==> src/design/usiBusPkg.sv <==
package usiBusPkg;

	//--------------------------------------------------
	// Bus word layout
	//--------------------------------------------------
	// Width of every address and data word on the bus
	localparam int busWidth = 32;

	// Request marker, valid for this cycle only
	localparam int reqBit = 31;
	// Set for write, clear for read
	localparam int wrBit = 30;

	// Block select field
	localparam int blockLsb = 8;
	localparam int blockWidth = 8;

	// Register offset inside a block
	localparam int csrLsb = 0;
	localparam int csrWidth = 8;

	//--------------------------------------------------
	// Block identity
	//--------------------------------------------------
	// Select value this SPI block answers to
	localparam logic [blockWidth-1:0] blockId = 8'h03;

endpackage
==> src/design/spiCsrPkg.sv <==
package spiCsrPkg;

	//--------------------------------------------------
	// Field widths
	//--------------------------------------------------
	// SCK divider register width
	localparam int divWidth = 16;

	//--------------------------------------------------
	// Register offsets
	//--------------------------------------------------
	// Bit 0 enable
	localparam logic [usiBusPkg::csrWidth-1:0] csrCtrl = 8'h00;
	// Divider value
	localparam logic [usiBusPkg::csrWidth-1:0] csrDiv = 8'h04;
	// Transmit byte, write starts a transfer
	localparam logic [usiBusPkg::csrWidth-1:0] csrTx = 8'h08;
	// Bit 0 chip select level
	localparam logic [usiBusPkg::csrWidth-1:0] csrCs = 8'h0C;
	// Received byte, read clears done
	localparam logic [usiBusPkg::csrWidth-1:0] csrRx = 8'h10;
	// Bit 0 done, bit 1 busy
	localparam logic [usiBusPkg::csrWidth-1:0] csrStatus = 8'h14;

	//--------------------------------------------------
	// Slave frame commands
	//--------------------------------------------------
	localparam logic [7:0] cmdWrite = 8'h02;
	localparam logic [7:0] cmdRead = 8'h03;

	// Byte counts after the command byte
	localparam int adrsBytes = 2;
	localparam int dataBytes = 4;

endpackage

==> src/design/spiBlock.sv <==
`timescale 1ns/1ps

module spiBlock (
	input  logic sClk,
	input  logic reset,
	input  logic spiDir,
	// External SPI pins
	input  logic slaveSck,
	input  logic slaveMosi,
	input  logic slaveCs,
	output logic slaveMiso,
	input  logic masterMiso,
	output logic masterSck,
	output logic masterMosi,
	output logic masterCs,
	// Bus slave side
	input  logic [usiBusPkg::busWidth-1:0] csrAdrs,
	input  logic [usiBusPkg::busWidth-1:0] csrWrData,
	output logic [usiBusPkg::busWidth-1:0] csrRdData,
	// Bus master side
	input  logic [usiBusPkg::busWidth-1:0] masterRdData,
	output logic [usiBusPkg::busWidth-1:0] masterAdrs,
	output logic [usiBusPkg::busWidth-1:0] masterWrData,
	output logic intr,
	output logic dirMaster,
	output logic dirMasterN
);

	//--------------------------------------------------
	// Register file to master engine
	//--------------------------------------------------
	logic spiEn;
	logic [spiCsrPkg::divWidth-1:0] spiDiv;
	logic [7:0] txData;
	logic txStart;
	logic csLevel;
	logic [7:0] rxData;
	logic doneStrobe;
	logic busy;
	logic cke;

	// Slave frames to bridge
	logic [7:0] byteData;
	logic byteStrobe;
	logic frameStart;
	logic [usiBusPkg::busWidth-1:0] rdWord;
	logic rdLoad;

	spiCsr spiCsr_i (
		.sClk(sClk),
		.reset(reset),
		.csrAdrs(csrAdrs),
		.csrWrData(csrWrData),
		.csrRdData(csrRdData),
		.rxData(rxData),
		.doneStrobe(doneStrobe),
		.busy(busy),
		.spiEn(spiEn),
		.spiDiv(spiDiv),
		.txData(txData),
		.txStart(txStart),
		.csLevel(csLevel),
		.intr(intr)
	);

	ckeGenerator ckeGenerator_i (
		.sClk(sClk),
		.reset(reset),
		.spiEn(spiEn),
		.spiDiv(spiDiv),
		.cke(cke)
	);

	//--------------------------------------------------
	// Pin handling and bus bridge
	//--------------------------------------------------
	spiSignal spiSignal_i (
		.sClk(sClk),
		.reset(reset),
		.spiDir(spiDir),
		.slaveSck(slaveSck),
		.slaveMosi(slaveMosi),
		.slaveCs(slaveCs),
		.slaveMiso(slaveMiso),
		.masterMiso(masterMiso),
		.masterSck(masterSck),
		.masterMosi(masterMosi),
		.masterCs(masterCs),
		.dirMaster(dirMaster),
		.dirMasterN(dirMasterN),
		.cke(cke),
		.txStart(txStart),
		.txData(txData),
		.csLevel(csLevel),
		.rxData(rxData),
		.doneStrobe(doneStrobe),
		.busy(busy),
		.rdWord(rdWord),
		.rdLoad(rdLoad),
		.byteData(byteData),
		.byteStrobe(byteStrobe),
		.frameStart(frameStart)
	);

	spiBusBridge spiBusBridge_i (
		.sClk(sClk),
		.reset(reset),
		.byteData(byteData),
		.byteStrobe(byteStrobe),
		.frameStart(frameStart),
		.masterRdData(masterRdData),
		.masterAdrs(masterAdrs),
		.masterWrData(masterWrData),
		.rdWord(rdWord),
		.rdLoad(rdLoad)
	);

endmodule

==> src/design/spiSignal.sv <==
`timescale 1ns/1ps

module spiSignal (
	input  logic sClk,
	input  logic reset,
	input  logic spiDir,
	// Slave pins
	input  logic slaveSck,
	input  logic slaveMosi,
	input  logic slaveCs,
	output logic slaveMiso,
	// Master pins
	input  logic masterMiso,
	output logic masterSck,
	output logic masterMosi,
	output logic masterCs,
	output logic dirMaster,
	output logic dirMasterN,
	// Master side control
	input  logic cke,
	input  logic txStart,
	input  logic [7:0] txData,
	input  logic csLevel,
	output logic [7:0] rxData,
	output logic doneStrobe,
	output logic busy,
	// Slave side frames
	input  logic [usiBusPkg::busWidth-1:0] rdWord,
	input  logic rdLoad,
	output logic [7:0] byteData,
	output logic byteStrobe,
	output logic frameStart
);

	logic [1:0] dirSync;
	logic engineSck;
	logic engineMosi;
	logic frameMiso;

	//--------------------------------------------------
	// Direction sync, high is master
	//--------------------------------------------------
	always_ff @(posedge sClk) begin
		if (reset) begin
			dirSync <= '0;
		end else begin
			dirSync <= {dirSync[0], spiDir};
		end
	end

	assign dirMaster = dirSync[1];
	assign dirMasterN = !dirSync[1];

	// Idle levels on the unused pin set
	assign masterSck = dirMaster && engineSck;
	assign masterMosi = dirMaster && engineMosi;
	assign masterCs = !dirMaster || csLevel;
	assign slaveMiso = !dirMaster && frameMiso;

	//--------------------------------------------------
	// Engines
	//--------------------------------------------------
	spiMasterEngine spiMasterEngine_i (
		.sClk(sClk),
		.reset(reset),
		.cke(cke),
		.txStart(txStart && dirMaster),
		.txData(txData),
		.miso(masterMiso),
		.sck(engineSck),
		.mosi(engineMosi),
		.rxData(rxData),
		.doneStrobe(doneStrobe),
		.busy(busy)
	);

	spiSlaveFrame spiSlaveFrame_i (
		.sClk(sClk),
		.reset(reset),
		.sck(slaveSck),
		.mosi(slaveMosi),
		.cs(slaveCs),
		.active(dirMasterN),
		.rdWord(rdWord),
		.rdLoad(rdLoad),
		.miso(frameMiso),
		.byteData(byteData),
		.byteStrobe(byteStrobe),
		.frameStart(frameStart)
	);

endmodule

==> src/design/spiBusBridge.sv <==
`timescale 1ns/1ps

module spiBusBridge (
	input  logic sClk,
	input  logic reset,
	input  logic [7:0] byteData,
	input  logic byteStrobe,
	input  logic frameStart,
	input  logic [usiBusPkg::busWidth-1:0] masterRdData,
	output logic [usiBusPkg::busWidth-1:0] masterAdrs,
	output logic [usiBusPkg::busWidth-1:0] masterWrData,
	output logic [usiBusPkg::busWidth-1:0] rdWord,
	output logic rdLoad
);

	typedef enum logic [1:0] {
		phaseCmd,
		phaseAdrs,
		phaseData,
		phaseIdle
	} phaseT;

	phaseT phase;
	logic [1:0] byteCount;
	logic [7:0] cmd;
	logic [15:0] adrs;
	logic [usiBusPkg::busWidth-1:0] data;

	// Read word taken straight from the bus in the cycle after the request
	assign rdWord = masterRdData;

	//--------------------------------------------------
	// Byte-position FSM and bus strobes
	//--------------------------------------------------
	always_ff @(posedge sClk) begin
		if (reset) begin
			phase <= phaseIdle;
			byteCount <= '0;
			masterAdrs <= '0;
			rdLoad <= 1'b0;
		end else begin
			// Strobes last one cycle
			masterAdrs <= '0;
			rdLoad <= masterAdrs[usiBusPkg::reqBit] && !masterAdrs[usiBusPkg::wrBit];
			if (frameStart) begin
				phase <= phaseCmd;
				byteCount <= '0;
			end else if (byteStrobe) begin
				case (phase)
					phaseCmd: begin
						cmd <= byteData;
						byteCount <= '0;
						// Unknown commands sit out the frame
						if (byteData == spiCsrPkg::cmdWrite || byteData == spiCsrPkg::cmdRead) begin
							phase <= phaseAdrs;
						end else begin
							phase <= phaseIdle;
						end
					end
					phaseAdrs: begin
						adrs <= {adrs[7:0], byteData};
						byteCount <= byteCount + 1'b1;
						if (byteCount == 2'(spiCsrPkg::adrsBytes - 1)) begin
							byteCount <= '0;
							if (cmd == spiCsrPkg::cmdRead) begin
								// Read issued now, word shifts out next
								masterAdrs[usiBusPkg::reqBit] <= 1'b1;
								masterAdrs[15:0] <= {adrs[7:0], byteData};
								phase <= phaseIdle;
							end else begin
								phase <= phaseData;
							end
						end
					end
					phaseData: begin
						data <= {data[23:0], byteData};
						byteCount <= byteCount + 1'b1;
						if (byteCount == 2'(spiCsrPkg::dataBytes - 1)) begin
							masterAdrs[usiBusPkg::reqBit] <= 1'b1;
							masterAdrs[usiBusPkg::wrBit] <= 1'b1;
							masterAdrs[15:0] <= adrs;
							masterWrData <= {data[23:0], byteData};
							phase <= phaseIdle;
						end
					end
					default: ;
				endcase
			end
		end
	end

endmodule

==> src/design/spiSlaveFrame.sv <==
`timescale 1ns/1ps

module spiSlaveFrame (
	input  logic sClk,
	input  logic reset,
	input  logic sck,
	input  logic mosi,
	input  logic cs,
	input  logic active,
	input  logic [usiBusPkg::busWidth-1:0] rdWord,
	input  logic rdLoad,
	output logic miso,
	output logic [7:0] byteData,
	output logic byteStrobe,
	output logic frameStart
);

	//--------------------------------------------------
	// Input synchronizers
	//--------------------------------------------------
	// Third stage of sck and cs for edge detect
	logic [2:0] sckSync;
	logic [2:0] csSync;
	logic [1:0] mosiSync;
	logic sckRise;
	logic sckFall;
	logic selected;
	logic [2:0] bitCount;
	logic [7:0] rxShift;
	logic [usiBusPkg::busWidth-1:0] txWord;
	// A rising edge seen since the last load
	logic shiftArm;

	always_ff @(posedge sClk) begin
		if (reset) begin
			sckSync <= '0;
			csSync <= '1;
			mosiSync <= '0;
		end else begin
			sckSync <= {sckSync[1:0], sck};
			csSync <= {csSync[1:0], cs};
			mosiSync <= {mosiSync[0], mosi};
		end
	end

	assign sckRise = sckSync[1] && !sckSync[2];
	assign sckFall = !sckSync[1] && sckSync[2];
	assign selected = active && !csSync[1];
	assign frameStart = active && csSync[2] && !csSync[1];
	assign miso = txWord[usiBusPkg::busWidth-1];

	//--------------------------------------------------
	// Receive side
	//--------------------------------------------------
	always_ff @(posedge sClk) begin
		if (reset || frameStart) begin
			bitCount <= '0;
			byteStrobe <= 1'b0;
		end else begin
			byteStrobe <= 1'b0;
			if (selected && sckRise) begin
				rxShift <= {rxShift[6:0], mosiSync[1]};
				bitCount <= bitCount + 1'b1;
				if (bitCount == 3'd7) begin
					byteData <= {rxShift[6:0], mosiSync[1]};
					byteStrobe <= 1'b1;
				end
			end
		end
	end

	//--------------------------------------------------
	// Transmit side
	//--------------------------------------------------
	// A fall ahead of the first data rise keeps the MSB in place
	always_ff @(posedge sClk) begin
		if (reset || frameStart) begin
			txWord <= '0;
			shiftArm <= 1'b0;
		end else if (rdLoad) begin
			txWord <= rdWord;
			shiftArm <= 1'b0;
		end else if (selected && sckRise) begin
			shiftArm <= 1'b1;
		end else if (selected && sckFall && shiftArm) begin
			txWord <= {txWord[usiBusPkg::busWidth-2:0], 1'b0};
		end
	end

endmodule

==> src/design/spiMasterEngine.sv <==
`timescale 1ns/1ps

module spiMasterEngine (
	input  logic sClk,
	input  logic reset,
	input  logic cke,
	input  logic txStart,
	input  logic [7:0] txData,
	input  logic miso,
	output logic sck,
	output logic mosi,
	output logic [7:0] rxData,
	output logic doneStrobe,
	output logic busy
);

	//--------------------------------------------------
	// Byte state
	//--------------------------------------------------
	// Counts SCK edges, 16 per byte
	logic [3:0] edgeCount;
	logic [7:0] txShift;
	logic [7:0] rxShift;

	// MSB first
	assign mosi = txShift[7];
	assign rxData = rxShift;

	//--------------------------------------------------
	// Control and SCK phase
	//--------------------------------------------------
	always_ff @(posedge sClk) begin
		if (reset) begin
			busy <= 1'b0;
			sck <= 1'b0;
			edgeCount <= '0;
			doneStrobe <= 1'b0;
		end else begin
			doneStrobe <= 1'b0;
			if (!busy) begin
				// Wait for launch, SCK idles low
				if (txStart) begin
					busy <= 1'b1;
					edgeCount <= '0;
				end
			end else if (cke) begin
				sck <= !sck;
				edgeCount <= edgeCount + 1'b1;
				// Last falling edge closes the byte
				if (edgeCount == 4'd15) begin
					busy <= 1'b0;
					doneStrobe <= 1'b1;
				end
			end
		end
	end

	//--------------------------------------------------
	// Shift registers
	//--------------------------------------------------
	always_ff @(posedge sClk) begin
		if (!busy && txStart) begin
			// First bit on MOSI ahead of the first rising edge
			txShift <= txData;
		end else if (busy && cke) begin
			if (!sck) begin
				// Rising edge, sample MISO
				rxShift <= {rxShift[6:0], miso};
			end else begin
				// Falling edge, next bit out
				txShift <= {txShift[6:0], 1'b0};
			end
		end
	end

endmodule

==> src/design/ckeGenerator.sv <==
`timescale 1ns/1ps

module ckeGenerator (
	input  logic sClk,
	input  logic reset,
	input  logic spiEn,
	input  logic [spiCsrPkg::divWidth-1:0] spiDiv,
	output logic cke
);

	logic [spiCsrPkg::divWidth-1:0] count;

	//--------------------------------------------------
	// Down-counter, one pulse per spiDiv+1 cycles
	//--------------------------------------------------
	always_ff @(posedge sClk) begin
		if (reset || !spiEn) begin
			// Reload so the first pulse comes a full period after enable
			count <= spiDiv;
			cke <= 1'b0;
		end else if (count == '0) begin
			count <= spiDiv;
			cke <= 1'b1;
		end else begin
			count <= count - 1'b1;
			cke <= 1'b0;
		end
	end

endmodule

==> src/design/spiCsr.sv <==
`timescale 1ns/1ps

module spiCsr (
	input  logic sClk,
	input  logic reset,
	// Bus slave side
	input  logic [usiBusPkg::busWidth-1:0] csrAdrs,
	input  logic [usiBusPkg::busWidth-1:0] csrWrData,
	output logic [usiBusPkg::busWidth-1:0] csrRdData,
	// From master engine
	input  logic [7:0] rxData,
	input  logic doneStrobe,
	input  logic busy,
	// To divider and master engine
	output logic spiEn,
	output logic [spiCsrPkg::divWidth-1:0] spiDiv,
	output logic [7:0] txData,
	output logic txStart,
	output logic csLevel,
	output logic intr
);

	//--------------------------------------------------
	// Access decode
	//--------------------------------------------------
	logic [usiBusPkg::csrWidth-1:0] offset;
	logic access;
	logic wrAccess;
	logic rdAccess;
	logic txAccept;
	logic [7:0] rxReg;
	logic done;
	logic [usiBusPkg::busWidth-1:0] rdMux;

	assign offset = csrAdrs[usiBusPkg::csrLsb +: usiBusPkg::csrWidth];
	// Request bit plus matching block field
	assign access = csrAdrs[usiBusPkg::reqBit]
		&& (csrAdrs[usiBusPkg::blockLsb +: usiBusPkg::blockWidth] == usiBusPkg::blockId);
	assign wrAccess = access && csrAdrs[usiBusPkg::wrBit];
	assign rdAccess = access && !csrAdrs[usiBusPkg::wrBit];
	// Tx write dropped while a byte is in flight or just launched
	assign txAccept = wrAccess && (offset == spiCsrPkg::csrTx) && !busy && !txStart;
	assign intr = done;

	//--------------------------------------------------
	// Control registers
	//--------------------------------------------------
	always_ff @(posedge sClk) begin
		if (reset) begin
			spiEn <= 1'b0;
			spiDiv <= '0;
			csLevel <= 1'b1;
			txStart <= 1'b0;
		end else begin
			// One-cycle launch pulse
			txStart <= txAccept;
			if (wrAccess) begin
				case (offset)
					spiCsrPkg::csrCtrl: spiEn <= csrWrData[0];
					spiCsrPkg::csrDiv: spiDiv <= csrWrData[spiCsrPkg::divWidth-1:0];
					spiCsrPkg::csrCs: csLevel <= csrWrData[0];
					default: ;
				endcase
			end
		end
	end

	// Transmit byte
	always_ff @(posedge sClk) begin
		if (txAccept) begin
			txData <= csrWrData[7:0];
		end
	end

	//--------------------------------------------------
	// Receive byte and done flag
	//--------------------------------------------------
	always_ff @(posedge sClk) begin
		if (doneStrobe) begin
			rxReg <= rxData;
		end
	end

	// New completion wins over a same-cycle clear
	always_ff @(posedge sClk) begin
		if (reset) begin
			done <= 1'b0;
		end else if (doneStrobe) begin
			done <= 1'b1;
		end else if (rdAccess && (offset == spiCsrPkg::csrRx)) begin
			done <= 1'b0;
		end
	end

	//--------------------------------------------------
	// Read back
	//--------------------------------------------------
	always_comb begin
		rdMux = '0;
		case (offset)
			spiCsrPkg::csrCtrl: rdMux[0] = spiEn;
			spiCsrPkg::csrDiv: rdMux[spiCsrPkg::divWidth-1:0] = spiDiv;
			spiCsrPkg::csrTx: rdMux[7:0] = txData;
			spiCsrPkg::csrCs: rdMux[0] = csLevel;
			spiCsrPkg::csrRx: rdMux[7:0] = rxReg;
			spiCsrPkg::csrStatus: rdMux[1:0] = {busy, done};
			default: ;
		endcase
	end

	// Zero when idle so blocks can be OR-combined
	always_ff @(posedge sClk) begin
		if (reset) begin
			csrRdData <= '0;
		end else begin
			csrRdData <= rdAccess ? rdMux : '0;
		end
	end

endmodule

==> config.mk <==
export PLATFORM = sky130hd
export DESIGN_NAME = spiBlock
export DESIGN_NICKNAME = d
export VERILOG_FILES = /design/src/design/usiBusPkg.sv /design/src/design/spiCsrPkg.sv /design/src/design/spiBlock.sv /design/src/design/spiSignal.sv /design/src/design/spiBusBridge.sv /design/src/design/spiSlaveFrame.sv /design/src/design/spiMasterEngine.sv /design/src/design/ckeGenerator.sv /design/src/design/spiCsr.sv
export SDC_FILE = /design/constraint.sdc
export NUM_CORES = 1
export LEC_CHECK = 0
export ABC_AREA = 1
export BUFFER_PORTS_ARGS = -buffer_cell sky130_fd_sc_hd__buf_2
export CAP_MARGIN = 20
export CORE_MARGIN = 4
export CORE_UTILIZATION = 59
export CTS_CLUSTER_SIZE = 16
export DETAILED_ROUTE_END_ITERATION = 16
export PLACE_DENSITY = 0.9
export SLEW_MARGIN = 20
export SYNTH_ARGS = -nofsm -noshare
export SYNTH_HDL_FRONTEND = slang
export SYNTH_SLANG_ARGS = --single-unit
==> constraint.sdc <==
create_clock -name sClk -period 6 [get_ports sClk]
set_input_delay 1.2 -clock sClk [delete_from_list [all_inputs] [get_ports sClk]]
set_output_delay 1.2 -clock sClk [all_outputs]
set_load 0.005 [all_outputs]
==> results.md <==
Floorplan:
- The die covers roughly 19000 µm².
- The floorplan has 47 rows.
- The initial cell density of the core is 60.82%.
- The chip height is between 100 and 150 µm.
- Pin placement for this block handled roughly 210 I/O pins.
- The core region is 16700 µm².
- The width of the chip is between 100 and 150 µm.

Final layout:
- The count of antenna diodes in the layout is 0.
- The ratio of cells with drive above 1 in the final layout is 18.33%.
- The library cell used most frequently in the layout, excluding fill and tap cells, is sky130_fd_sc_hd__nand2_1.
- The library cells used most frequently in the layout, excluding fill and tap cells, are 196 x sky130_fd_sc_hd__nand2_1, 175 x sky130_fd_sc_hd__nor2_1, 145 x sky130_fd_sc_hd__buf_2, 130 x sky130_fd_sc_hd__dfxtp_1, 127 x sky130_fd_sc_hd__edfxtp_1.
- In the final design database the tool counted roughly 1300 nets.
- Compared with the post-synthesis result, the final layout area differs by 14.97%.

Yosys:
- The number of synthesized flops with an enable pin is ~130.
- The leading register cell type out of synthesis is sky130_fd_sc_hd__dfxtp_1.
- Each instance of the synthesized netlist takes up on average 9.683 µm².
- Summing the areas of all compound-gate instances in the mapped netlist gives approximately 6% of the synthesized area.
- The number of warning messages in the yosys log is 0.
- Counting flops and latches in the post-synthesis netlist gives about 260.
- The post-synthesis adder-cell area fraction is around 1.5%.
- The simple-gate portion of the synthesized area is between 20% and 30%.
- The main combinational cell family by area after synthesis is simple AND/OR/NAND/NOR gates.
- The fraction of synthesized area in multiplexers is 0%.
- In this run, distinct cell masters in the synthesized netlist total 37.
- Synthesis handed over a netlist of 1049 instances.
- Summing every instance area after synthesis gives approximately 10000 µm².
- The share of synthesized registers carrying an async set or reset is 0%.
- For this run, the register share of the synthesized area comes to 63.17%.
- After Yosys synthesis, XOR and XNOR cells account for 0.6036% of the synthesized area.

Detailed routing:
- The total wire length is between 20000 and 25000 µm.
- The total number of vias is approximately 7300.
- The first detailed-routing pass ran for 5 iterations.
- The DRC violation count after routing is 0.
- The average detailed-routed wire length per instance is approximately 14 µm.
- The first routing iteration left a little under 700 violations.
- The remaining antenna violation count is 0.
- In the routed layout, each cell is associated on average with a via count of approximately 5.1.

STA:
- The number of slew-limit violations in the final report came to 0.
- The setup TNS is 0 ps.
- The count of final hold-check violations is 0.
- The tightest slew margin relative to the limit is 38.67%.
- The setup clock skew after layout is about 25 ps.
- The final critical-path required period is between 2000 and 3000 ps.
- The setup slack of the critical path after layout is 3149 ps.
- Setup repair after global routing left no endpoint under its margin.
- For this run, the top clock speed supported by timing is 0.3508 GHz.
- The final period utilization is 47.51%.
- At the pin with the least slew margin, the transition time is 918.7 ps.
- The final setup violation count is 0.

GRT:
- The via count of the first global-routing pass is 6611.
- The first global-routing pass estimated 32080 µm of wire.
- The layer flagged by global routing as most heavily used is met2.
- Global routing used between 2 and 3% of the available met3 tracks.
- Global routing consumed, on the met1 layer, 26.50% of the routing resources.
- Global routing used between 30% and 40% of the available met2 tracks.
- The initial antenna violation count came to 0.
- For this run the aggregate overflow at the end of global routing stands at 0.
- Global routing used approximately 20% of the available tracks.
- The maximum number of pins on one net before global-route repair is 64.

Clock network:
- The later pin in the worst-skew pair is clocked with a latency of roughly 510 ps.
- The clock tree from TritonCTS is done.
- The maximum root-to-sink buffer count is 3.
- The number of sinks on the clock net is roughly 260.
- The total setup buffers inserted after CTS is 0.
- The count of hold buffers inserted by post-cts repair is 0.
- Buffers inserted during clock tree synthesis total 24.
- CTS built an H-tree with a depth of 1.
- The number of resized instances in the post-cts repair step is 0.
- The root buffer cell chosen for the clock tree is sky130_fd_sc_hd__clkbuf_16.
- The register clock-pin slew on the reported worst setup and hold paths is about 60 ps.

Worst setup path:
- The required time at the worst-slack endpoint is between 6000 and 7000 ps.
- The startpoint type of the worst setup path is an input port.
- Of all nets on the critical path, the largest fanout is 26.
- The kind of capture point of the worst setup path is a flip-flop.
- The type of the worst setup path is input port to flip-flop.
- The data arrival time of the worst path is about 3000 ps.

Placement:
- Port buffering added around 150 buffers.
- The worst slack at placement is ~2600 ps.
- The HPWL reported at the end of detailed placement is 13460 µm.
- At the end of routability-driven placement, the weighted congestion stood at 0.8485.

Power and ir drop:
- Internal power comes to approximately 0.0027 W.
- The share of power burned in registers is 54.0%.
- The switching share of power is 19.73%.
- Combinational logic burns around 2% of the power.
- Summed over all cells, the static leakage comes to around 4.8 nW.
- The peak ir drop on the vdd network is 268.6 µV.
- Dividing total power by cell area gives a power density of 290.4 nW/µm².
- The proportion of power drawn by the clock network is a little over two fifths.
- The analysis attributes to net switching a power of 0.0006691 W.

Worst hold path:
- The worst min-delay path category is flip-flop to flip-flop.

Run:
- The tool flagged a number of max-cap violations equal to 0.

Outcome:
- The flow ran to the end, and the final reports show no timing, DRC or antenna violations.
critical path: stages:
cell,delay (ps)
sky130_fd_sc_hd__buf_2,220
sky130_fd_sc_hd__clkinv_1,80
sky130_fd_sc_hd__buf_4,320
sky130_fd_sc_hd__nand2_1,480
sky130_fd_sc_hd__nor2_1,670
cell families after synthesis:
| logic type | after synthesis |
|---|---|
| AOI/OAI and AO/OA | 124 |
| DFF | 257 |
| other | 1 |
| buffers and inverters | 152 |
| adders and majority gates | 12 |
| xor gates and xnor gates | 7 |
| and+or+nand+nor | 496 |
sequential cells by signal (all words and copies together), names as in the netlist, 3 cells and up:
name,cells
spiBusBridge_i.masterWrData,32
spiSignal_i.spiSlaveFrame_i.txWord,32
spiBusBridge_i.data,24
spiBusBridge_i.masterAdrs,18
ckeGenerator_i.count,16
spiBusBridge_i.adrs,16
spiCsr_i.csrRdData,16
spiCsr_i.spiDiv,16
spiBusBridge_i.cmd,8
spiCsr_i.rxReg,8
spiCsr_i.txData,8
spiSignal_i.spiMasterEngine_i.rxData,8
spiSignal_i.spiMasterEngine_i.txShift,8
spiSignal_i.spiSlaveFrame_i.byteData,8
spiSignal_i.spiSlaveFrame_i.rxShift,7
spiSignal_i.spiMasterEngine_i.edgeCount,4
spiSignal_i.spiSlaveFrame_i.bitCount,3
spiSignal_i.spiSlaveFrame_i.csSync,3
spiSignal_i.spiSlaveFrame_i.sckSync,3
power groups by stage:
stage	clock (W)	combinational, W	sequential (W)
global placement	0	0.0000646	0.00187
global route	0.00160	0.0000745	0.00183
detailed placement	0	0.0000660	0.00187
floorplan	0	0.0000453	0.00187
finish	0.00149	0.0000670	0.00183
CTS	0.00152	0.0000663	0.00183
path summary, 6_finish.rpt:
| path | cells after the start | startpoint | endpoint | slack [ps] |
|---|---|---|---|---|
| setup reg to reg | 4 | spiSignal_i.dirSync[1]$_SDFF_PP0_ | spiBusBridge_i.cmd[5]$_DFFE_PP_ | 3840 |
| setup / recovery | 5 | reset | spiBusBridge_i.cmd[5]$_DFFE_PP_ | 3150 |
| hold / removal | 2 | spiSignal_i.spiSlaveFrame_i.mosiSync[0]$_SDFF_PP0_ | spiSignal_i.spiSlaveFrame_i.mosiSync[1]$_SDFF_PP0_ | 410 |
| hold reg to reg | 2 | spiSignal_i.spiSlaveFrame_i.mosiSync[0]$_SDFF_PP0_ | spiSignal_i.spiSlaveFrame_i.mosiSync[1]$_SDFF_PP0_ | 410 |
synth_stat cells, types with 2 or more instances:
| master | n | area, µm² |
|---|---|---|
| sky130_fd_sc_hd__a21oi_1 | 94 | 470.5 |
| sky130_fd_sc_hd__buf_1 | 5 | 18.77 |
| sky130_fd_sc_hd__buf_2 | 17 | 85.08 |
| sky130_fd_sc_hd__buf_4 | 30 | 225.2 |
| sky130_fd_sc_hd__buf_6 | 4 | 45.04 |
| sky130_fd_sc_hd__clkbuf_1 | 11 | 41.29 |
| sky130_fd_sc_hd__dfxtp_1 | 130 | 2603 |
| sky130_fd_sc_hd__edfxtp_1 | 127 | 3814 |
| sky130_fd_sc_hd__ha_1 | 12 | 150.1 |
| sky130_fd_sc_hd__inv_1 | 79 | 296.5 |
| sky130_fd_sc_hd__inv_2 | 4 | 15.01 |
| sky130_fd_sc_hd__nand2_1 | 196 | 735.7 |
| sky130_fd_sc_hd__nand2_2 | 5 | 31.28 |
| sky130_fd_sc_hd__nand3_1 | 66 | 330.3 |
| sky130_fd_sc_hd__nand3b_1 | 3 | 22.52 |
| sky130_fd_sc_hd__nand4_1 | 17 | 106.4 |
| sky130_fd_sc_hd__nor2_1 | 177 | 664.4 |
| sky130_fd_sc_hd__nor2_2 | 7 | 43.79 |
| sky130_fd_sc_hd__nor2_4 | 4 | 45.04 |
| sky130_fd_sc_hd__nor3_1 | 7 | 35.03 |
| sky130_fd_sc_hd__nor3b_1 | 2 | 15.01 |
| sky130_fd_sc_hd__nor4_1 | 2 | 12.51 |
| sky130_fd_sc_hd__o21ai_0 | 27 | 135.1 |
| sky130_fd_sc_hd__or2_2 | 5 | 31.28 |
| sky130_fd_sc_hd__xnor2_1 | 4 | 35.03 |
| sky130_fd_sc_hd__xor2_1 | 3 | 26.28 |
routing by layer:
layer / vias to the layer above / wire length (µm)
li1: 3665 / -
met1: 3328 / 8618
met2: 255 / 9825
met3: 38 / 1156
met4: 0 / 513
met5: - / 0
layout make-up:
cell class	count	area, µm²
Clock buffer	32	704.4
Clock inverter	12	83.83
Fill cell	1205	5024
Inverter	84	315.3
Multi-Input combinational cell	669	3104
Sequential cell	257	6416
Tap cell	220	275.3
Timing Repair Buffer	152	778.2
metrics by stage:
step | area (µm²) | hold slack, ps | power (W) | instances | util (%)
2_1_floorplan | 10270 | 388.3 | 0.001914 | 1078 | -
3_3_place_gp | 10890 | 388.9 | 0.001934 | 1382 | 65.20
3_5_place_dp | 10890 | 395.2 | 0.001936 | 1382 | 65.20
4_1_cts | 11680 | 405.8 | 0.003413 | 1426 | 69.92
5_1_grt | 11680 | 417.0 | 0.003505 | 1426 | 69.92
6_report | 11680 | 407.2 | 0.003392 | 1426 | 69.92
No activity file was read; power rests on OpenSTA's default activity.
